<file path="src/tetris_params.svh">
`ifndef TETRIS_PARAMS_SVH
`define TETRIS_PARAMS_SVH

// playfield geometry
// two spare rows under the floor keep the display word at 22 rows
`define GRID_ROWS 22
`define GRID_COLS 10

// lowest row a piece cell may sit on
`define FLOOR_ROW 19

// seven piece kinds from line through T
`define NUM_KINDS 7

// index widths
`define ROW_W 5
`define KIND_W 3

`endif

</file>
<file path="src/tetris_pkg.sv">
`default_nettype none

`include "tetris_params.svh"

package tetris_pkg;

    // one grid row with bit c as column c
    typedef logic [`GRID_COLS-1:0] row_t;

    // full grid with index 0 as the top row
    typedef row_t [`GRID_ROWS-1:0] grid_t;

    // piece kind numbered 0 to 6 in spawn order
    typedef logic [`KIND_W-1:0] kind_t;

    // falling piece as its shape and the row of its top cell
    typedef struct packed {
        kind_t                kind;
        logic [`ROW_W-1:0]    top;
    } piece_t;

    // drop controller states
    typedef enum logic [1:0] {
        SPAWN,
        FALLING,
        LANDED
    } fsm_t;

endpackage

`default_nettype wire

</file>
<file path="src/piece_source.sv">
`timescale 1ns/1ns
`default_nettype none

`include "tetris_params.svh"

module piece_source (
    input  wire logic             clk,
    input  wire logic             reset,
    // one cycle per spawn from the controller
    input  wire logic             spawn_enable,
    output tetris_pkg::kind_t     kind
);

    tetris_pkg::kind_t kind_next;

    // cyclic order where T wraps back to line
    always_comb begin
        if (kind == tetris_pkg::kind_t'(`NUM_KINDS - 1)) begin
            kind_next = '0;
        end else begin
            kind_next = kind + 1'b1;
        end
    end

    // controller samples kind on the same edge this advances
    always_ff @(posedge clk, posedge reset) begin
        if (reset) begin
            kind <= '0;
        end else if (spawn_enable) begin
            kind <= kind_next;
        end
    end

    // counter must stay inside the shape table
    kind_in_range: assert property (
        @(posedge clk) disable iff (reset)
        kind <= tetris_pkg::kind_t'(`NUM_KINDS - 1)
    ) else $error("piece kind %0d out of range", kind);

endmodule

`default_nettype wire

</file>
<file path="src/shape_render.sv">
`timescale 1ns/1ns
`default_nettype none

`include "tetris_params.svh"

module shape_render (
    input  wire tetris_pkg::piece_t piece,
    output tetris_pkg::grid_t     mask
);

    // shape as four rows starting at the top cell
    tetris_pkg::row_t [3:0] shape;

    // shape table with columns as bit masks
    // col3 = 0x008, col4 = 0x010, col5 = 0x020, col6 = 0x040
    always_comb begin
        shape = '0;
        case (piece.kind)
            // line four high in column 4
            3'd0: shape = {10'h010, 10'h010, 10'h010, 10'h010};
            // square
            3'd1: shape = {10'h000, 10'h000, 10'h030, 10'h030};
            // L with its foot to the right
            3'd2: shape = {10'h000, 10'h030, 10'h010, 10'h010};
            // reverse L with its foot to the left
            3'd3: shape = {10'h000, 10'h030, 10'h020, 10'h020};
            // S
            3'd4: shape = {10'h000, 10'h000, 10'h030, 10'h060};
            // Z
            3'd5: shape = {10'h000, 10'h000, 10'h060, 10'h030};
            // T pointing up
            3'd6: shape = {10'h000, 10'h000, 10'h038, 10'h010};
            default: shape = '0;
        endcase
    end

    // place shape rows at top..top+3
    always_comb begin
        logic [`ROW_W:0] row_idx;

        mask = '0;
        for (int i = 0; i < 4; i++) begin
            // one extra bit so top+3 cannot wrap
            row_idx = {1'b0, piece.top} + (`ROW_W+1)'(i);
            // rows past the grid are dropped
            if (row_idx < (`ROW_W+1)'(`GRID_ROWS)) begin
                mask[row_idx[`ROW_W-1:0]] = shape[i];
            end
        end
    end

endmodule

`default_nettype wire

</file>
<file path="src/drop_controller.sv">
`timescale 1ns/1ns
`default_nettype none

`include "tetris_params.svh"

module drop_controller (
    input  wire logic             clk,
    input  wire logic             reset,
    // gravity strobe
    input  wire logic             tick,
    // next kind from the piece source
    input  wire tetris_pkg::kind_t kind,
    // permanent cells from the playfield
    input  wire tetris_pkg::grid_t stored,
    output logic                  spawn_enable,
    output logic                  land,
    output logic                  finish,
    output tetris_pkg::grid_t     active
);

    tetris_pkg::fsm_t   state;
    tetris_pkg::piece_t piece;
    tetris_pkg::piece_t piece_below;
    tetris_pkg::grid_t  cur_mask;
    tetris_pkg::grid_t  below_mask;
    logic               blocked;

    // same piece one row lower for the collision probe
    assign piece_below = '{kind: piece.kind, top: piece.top + 1'b1};

    shape_render i_render_cur (
        .piece (piece),
        .mask  (cur_mask)
    );

    shape_render i_render_below (
        .piece (piece_below),
        .mask  (below_mask)
    );

    // move blocked if any cell goes under the floor or hits a stored cell
    assign blocked = (|below_mask[`GRID_ROWS-1:`FLOOR_ROW+1]) |
                     (|(below_mask & stored));

    always_ff @(posedge clk, posedge reset) begin
        if (reset) begin
            state <= tetris_pkg::SPAWN;
            piece <= '0;
        end else begin
            case (state)
                tetris_pkg::SPAWN: begin
                    // source advances on this same edge
                    piece <= '{kind: kind, top: '0};
                    state <= tetris_pkg::FALLING;
                end
                tetris_pkg::FALLING: begin
                    // without a tick the piece holds its row
                    if (tick) begin
                        if (blocked) begin
                            state <= tetris_pkg::LANDED;
                        end else begin
                            piece.top <= piece.top + 1'b1;
                        end
                    end
                end
                tetris_pkg::LANDED: begin
                    state <= tetris_pkg::SPAWN;
                end
                default: begin
                    state <= tetris_pkg::SPAWN;
                end
            endcase
        end
    end

    assign spawn_enable = (state == tetris_pkg::SPAWN);
    // merge strobe and external finish are the same landing cycle
    assign land   = (state == tetris_pkg::LANDED);
    assign finish = (state == tetris_pkg::LANDED);

    // piece stays visible in LANDED since those cells are being merged
    assign active = (state == tetris_pkg::SPAWN) ? '0 : cur_mask;

    // single landing pulse right after a blocked tick
    finish_one_cycle: assert property (
        @(posedge clk) disable iff (reset)
        finish |-> $past(state == tetris_pkg::FALLING && tick && blocked) ##1 !finish
    ) else $error("finish without a blocked tick or longer than one cycle");

    // overlap only possible right after spawning onto stored cells
    no_overlap_falling: assert property (
        @(posedge clk) disable iff (reset)
        (state == tetris_pkg::FALLING && |(active & stored)) |-> piece.top == '0
    ) else $error("falling piece moved into stored cells at row %0d", piece.top);

endmodule

`default_nettype wire

</file>
<file path="src/playfield.sv">
`timescale 1ns/1ns
`default_nettype none

`include "tetris_params.svh"

module playfield (
    input  wire logic             clk,
    input  wire logic             reset,
    // one cycle merge strobe
    input  wire logic             land,
    // falling piece mask
    input  wire tetris_pkg::grid_t active,
    output tetris_pkg::grid_t     stored,
    output tetris_pkg::grid_t     display
);

    // permanent cells cleared by reset
    always_ff @(posedge clk, posedge reset) begin
        if (reset) begin
            stored <= '0;
        end else if (land) begin
            stored <= stored | active;
        end
    end

    // stored cells plus the falling piece
    // merge is seen here one cycle after land
    assign display = stored | active;

    // landed pieces never reach the spare rows under the floor
    spare_rows_empty: assert property (
        @(posedge clk) disable iff (reset)
        stored[`GRID_ROWS-1:`FLOOR_ROW+1] == '0
    ) else $error("stored cell below the floor row");

endmodule

`default_nettype wire

</file>
<file path="src/tetris_top.sv">
`timescale 1ns/1ns
`default_nettype none

`include "tetris_params.svh"

module tetris_top (
    input  wire logic             clk,
    input  wire logic             reset,
    // gravity strobe of one cycle per step
    input  wire logic             tick,
    output logic                  spawn_enable,
    // kind of the next piece to spawn
    output tetris_pkg::kind_t     blocktype,
    output tetris_pkg::grid_t     display,
    output logic                  finish
);

    tetris_pkg::kind_t kind;
    tetris_pkg::grid_t active;
    tetris_pkg::grid_t stored;
    logic              land;

    piece_source i_source (
        .clk          (clk),
        .reset        (reset),
        .spawn_enable (spawn_enable),
        .kind         (kind)
    );

    drop_controller i_ctrl (
        .clk          (clk),
        .reset        (reset),
        .tick         (tick),
        .kind         (kind),
        .stored       (stored),
        .spawn_enable (spawn_enable),
        .land         (land),
        .finish       (finish),
        .active       (active)
    );

    playfield i_field (
        .clk     (clk),
        .reset   (reset),
        .land    (land),
        .active  (active),
        .stored  (stored),
        .display (display)
    );

    assign blocktype = kind;

endmodule

`default_nettype wire

</file>
<file path="config.mk">
export PLATFORM = sky130hd
export DESIGN_NAME = tetris_top
export DESIGN_NICKNAME = d
export VERILOG_FILES = /design/src/tetris_pkg.sv /design/src/piece_source.sv /design/src/shape_render.sv /design/src/drop_controller.sv /design/src/playfield.sv /design/src/tetris_top.sv
export VERILOG_INCLUDE_DIRS = /design/src
export SDC_FILE = /design/constraint.sdc
export NUM_CORES = 1
export LEC_CHECK = 0
export BUFFER_PORTS_ARGS = -buffer_cell sky130_fd_sc_hd__buf_2
export CAP_MARGIN = 20
export CORE_MARGIN = 5
export CORE_UTILIZATION = 25
export CTS_CLUSTER_SIZE = 10
export DETAILED_ROUTE_END_ITERATION = 6
export PLACE_DENSITY = 0.44
export SETUP_SLACK_MARGIN = 0.05
export SYNTH_ARGS = -nofsm -noshare
export SYNTH_HDL_FRONTEND = slang
export SYNTH_SLANG_ARGS = --single-unit
</file>
<file path="constraint.sdc">
create_clock -name clk -period 5.9 [get_ports clk]
set_input_delay 0.295 -clock clk [delete_from_list [all_inputs] [get_ports clk]]
set_output_delay 0.295 -clock clk [all_outputs]
set_load 0.05 [all_outputs]
</file>
**Yosys cells after proc, flatten, opt, wreduce, memory -nomap -nowiden**

Cells that the tools add are included.

- Register bits after elaboration: 233
- Latch bits: 0
- Bits in writable memories: 0
- Bits in read-only memories: 0
- Output and inout bits: 225
- Logic and storage cells: 129
- Memories kept: 0

- Add/subtract/negate cells: 8
- Multipliers: 0
- Divide/modulo/power cells: 0
- Magnitude comparators: 24
- Equality and inequality tests: 12
- Shifts and indexed selects: 0
- Multiplexer cells: 39
- Bitwise gates (word level): 5
- Reduce and logical (&&, ||, !) cells: 15

Operators by type and width:

| cell | count |
|---|---|
| $mux 220 | 9 |
| $bwmux 220 | 6 |
| $and 220x220->220 | 3 |
| $demux 10 s5 | 8 |
| $pmux 35 s7 | 1 |
| $or 220x220->220 | 1 |
| $reduce_or 220->1 | 1 |
| $mux 10 | 8 |
| $lt 5x6->1 const B | 8 |
| $ge 5x1->1 const B | 8 |
| $lt 6x5->1 const B | 6 |
| $add 5x2->6 const B | 4 |
| $reduce_or 20->1 | 1 |
| $add 5x1->6 const B | 2 |
| $eq 3x3->1 const B | 4 |
| $lt 5x5->1 const B | 2 |
| $mux 5 | 2 |
| $pmux 5 s2 | 1 |
| $logic_and 1x1->1 | 8 |
| $eq 3x2->1 const B | 2 |
| $add 5x1->5 const B | 1 |
| $mux 2 | 2 |
| $ne 2x2->1 const B | 2 |
| $pmux 2 s2 | 1 |
| other kinds (12) | 12 |

**Logic depth before layout (Yosys ltp)**

- Word-level depth: 19
- Mapped depth: 21

**Hierarchy**

Synthesis repeated with hierarchy kept, for this count alone.

- Cells, all modules: 2530
- Area, all modules: 20762.4 sq um

By module, submodules not included:

| module | instances | cells an instance | area an instance (sq um) | seq. area each (sq um) |
|---|---|---|---|---|
| playfield | 1 | 685 | 8724.6 | 5505.3 |
| shape_render at i_ctrl.i_render_below | 1 | 699 | 4429.2 | 0.0 |
| shape_render at i_ctrl.i_render_cur | 1 | 693 | 4254.1 | 0.0 |
| drop_controller | 1 | 439 | 3213.1 | 250.2 |
| piece_source | 1 | 14 | 141.4 | 75.1 |

**Least setup slack after synthesis**

OpenSTA, ideal clock, no wires.

- Path type: flip-flop to flip-flop
- Start point: register i_ctrl.piece[0] (netlist name)
- End point: register i_ctrl.piece[2] (netlist name)
- Library setup time: 87 ps
- Arrival time: 4672 ps
- Required time: 5813 ps
- Slack: 1142 ps
- Cell stages (with the launch flop): 22
- Period minus slack after synthesis: 4758 ps
- Cell sequence: dfrtp_1 -> buf_4 -> buf_2 -> clkbuf_1 -> inv_1 -> ha_1 -> clkbuf_1 -> inv_1 -> ha_1 -> or4_1 -> o221ai_1 -> nor2_1 -> buf_2 -> buf_1 -> a31oi_1 -> o21ai_0 -> nor4_1 -> nand4_1 -> nor4_1 -> nand4_4 -> or3_1 -> o211ai_1

- Word-level cells in the longest chain between the ends: 18

Ends and longest elaborated chain:

| element | RTL line |
|---|---|
| $add 5x1->5 * | drop_controller.sv:29, drop_controller.sv:62 |
| branches (longest 17 deep; another with $add 5x1->6) | - |

Every way passes the cells marked *. The select of a mux whose other input is x is not followed.
A chain may end at the register's enable or synchronous reset.

**Worst setup path after layout**

- Start point: register i_ctrl.piece[1] (netlist name)
- End point: register i_ctrl.piece[2] (netlist name)

- Word-level cells in the longest chain between the ends: 18

Ends and longest elaborated chain:

| element | RTL line |
|---|---|
| $add 5x1->5 * | drop_controller.sv:29, drop_controller.sv:62 |
| branches (longest 17 deep; another with $add 5x1->6) | - |

Marked as above.

==> run_results.csv <==
group,metric,value,unit
worst_hold_path,hold_class,"in -> reg",
clock_tree,root_buffer,"clkbuf_16",
timing,fmax,185,MHz
setup_path,worstSetupPathType,"reg -> reg",
drt,met3_length,7430,microns
outcome,status,"complete, no violations",
timing,hold_violations,0,
drt,wl_met2,34900,microns
clock_tree,htreeDepth,3,
power,comb_power_share,69.6,%
layout,nets,1785,
drt,routedWlPerCell,33.2,microns
clock_tree,clkSinkCount,101,
power,power.density,432,mW/mm^2
grt,track_usage,28.7,%
clock_tree,cts_setup_buffers,0,
power,power.internal,2.10,mW
timing,fin_ws,0.480,ns
grt,antenna_found_initial,2,
grt,grt_pass1_vias,13800,
timing,rsz0062_at_grt,"false",
timing,setup_viol,0,
grt,grt_pass1_wl,111000,microns
floorplanning,die_h,233,microns
clock_tree,cts_tree,"done",
yosys,synth_edf_count,0,
placed_design,gp_congestion,1.10,
setup_path,end_kind,"flip-flop",
setup_path,crit_start,"i_ctrl.piece[1]",
floorplanning,start_util,25.3,%
placed_design,placed_area,0.0135,sq mm
drt,vias_per_cell,6.08,
run,maxCapViolCount,0,
clock_tree,clkLatencyLatePin,0.40,ns
power,clockPowerShare,10.8,%
floorplanning,ios,228,
timing,clock-skew-final,0.0103,ns
placed_design,port-buffer-count,95,
grt,grt_start_max_net_pins,63,
floorplanning,die_x,233,microns
floorplanning,rows,81,
yosys,async_flop_share,100,%
power,ir_worst_vdd,0.275,mV
placed_design,pre_cts_ws,0.609,ns
drt,routed_wl,81000,microns
timing,slew_headroom,18.6,%
drt,vias,14800,
clock_tree,clk_pin_slew,0.08,ns
power,swShare,64.7,%
grt,overflow,0,
yosys,synth_warnings,0,
clock_tree,ctsLongestPathBuffers,2,
clock_tree,hold_buffers,1,
yosys,syn_avg_cell_area,7.33,sq um
drt,wl_met1,34100,microns
yosys,syn_area,0.0124,sq mm
power,pwr-share-seq,19.6,%
clock_tree,cts_resized,0,
timing,maxSlewViolCount,0,
layout,drive_above_1_share,14.4,%
setup_path,worstPathArrival,5.74,ns
placed_design,hpwl,63200,microns
floorplanning,die_area,0.0542,sq mm
yosys,synth_ff_type,"dfrtp_1",
drt,ant_nets,0,
timing,tightest_slew,1.21,ns
timing,tns,0,ns
worst_hold_path,min_from,"tick",
yosys,ys_ff_latch,101,
floorplanning,fp.coreArea,0.0491,sq mm
drt,drc,0,
power,p_sw,3.85,mW
layout,stdcell_area,0.0138,sq mm
power,finalPower,5.95,mW
power,power.leakage,6.33,nW
setup_path,cp_data_required_time,6.22,ns
yosys,yosys.cell_types.count,94,
setup_path,worstPathMaxFanout,10,
layout,area_growth,10.9,%
clock_tree,numCtsBuffers,9,
timing,fin_crit_sh,91.9,%
timing,period_minus_slack,5.42,ns
setup_path,reg2reg_from,"i_ctrl.piece[1]",
setup_path,startpoint_type,"flip-flop",
yosys,ys_seq_area_share,20.3,%
drt,first_pass_iters,6,
yosys,syn_inst,1695,
drt,top_layer_used,"met4",
drt,drtIter0Drc,2233,
## kinds of logic after synthesis
group           after synthesis  synth area share, %
xor+xnor                     24                 2.16
simple gates                614                 24.7
fa+ha+maj                    11                 1.11
buf+inv                     285                 13.1
other cells                   1               0.0302
flops                       101                 20.3
compound gates              634                 36.4
mux                          25                 2.16
## cells in the final DEF (no fill, tap or decap), drive strengths merged, types with 66 or more instances in the layout
cell type,instances
nand3,82
nor2,117
o21bai,80
o211ai,66
conb,132
nand2,183
buf,192
a21oi,67
dfrtp,101
o21ai,99
a21o,92
## registers in the layout (all words and copies together) (netlist names)
| register | cells |
|---|---|
| i_field.stored | 88 |
| i_ctrl.state | 2 |
| i_source.kind | 3 |
| i_ctrl.piece | 8 |
## final timing paths
check,end,slack [ns],depth (start not counted)
max in group asynchronous,i_field.stored[16],4.10,4
setup / recovery,i_ctrl.piece[2],0.48,15
hold reg to reg,i_field.stored[203],0.47,1
hold / removal,i_ctrl.piece[0],0.31,3
min in group asynchronous,i_field.stored[126],0.51,3
setup reg to reg,i_ctrl.piece[2],0.48,15
## per-stage QoR
stage	util, %	instances	hold slack (ns)
after floorplan	-	1826	0.430
after global placement	27.4	2421	0.410
after detailed placement	27.5	2423	0.410
after CTS	28.1	2440	0.313
after global routing	28.1	2440	0.337
final	28.1	2442	0.308
## layer usage
metal	global-route usage, %	vias to the layer above
met3	6.24	183
met2	43.3	984
li1	-	6247
met1	38.7	7428
met5	0	-
met4	14.3	0
## synth_stat cells (all sizes together), types with 26 or more instances
cell    count  area share (%)
a21o       92             5.6
a21oi      67             2.7
and2       27             1.4
buf       183              10
clkbuf     76             2.3
dfrtp     101              20
inv        26            0.79
nand2     183             5.5
nand3      82             3.3
nor2      117             3.6
nor3       38             1.6
o211ai     66             4.0
o21ai      99             4.0
o21bai     80             4.8
## area by class of cell
type,count,area [sq um]
antenna,2,5.00
clock buffer,10,239
clock inverter,6,58.8
fill,5486,35300
inverter,26,100
multi-input combinational,1440,8790
sequential,101,2530
tap,664,831
timing repair buffer,193,1230
## critical path, cell delays in order (launching register included)
cell	delay, ns
dfrtp_1	0.52
inv_1	0.20
ha_1	0.52
ha_1	0.45
mux2i_1	0.19
xnor2_1	0.81
buf_4	0.34
and3_1	0.28
or3_1	0.14
a31oi_1	0.11
a2111o_1	0.45
nor4_1	0.49
buf_4	0.23
nand4_4	0.17
or3_1	0.35
o211ai_1	0.08
## power groups by stage
stage	Clock [mW]	Sequential (mW)	Combinational, mW
floorplan	0	0.996	2.63
global placement	0	1.16	4.03
detailed placement	0	1.16	4.00
CTS	0.669	1.15	4.01
global route	0.685	1.17	4.23
finish	0.646	1.17	4.14
No activity file was read; power rests on OpenSTA's default activity.
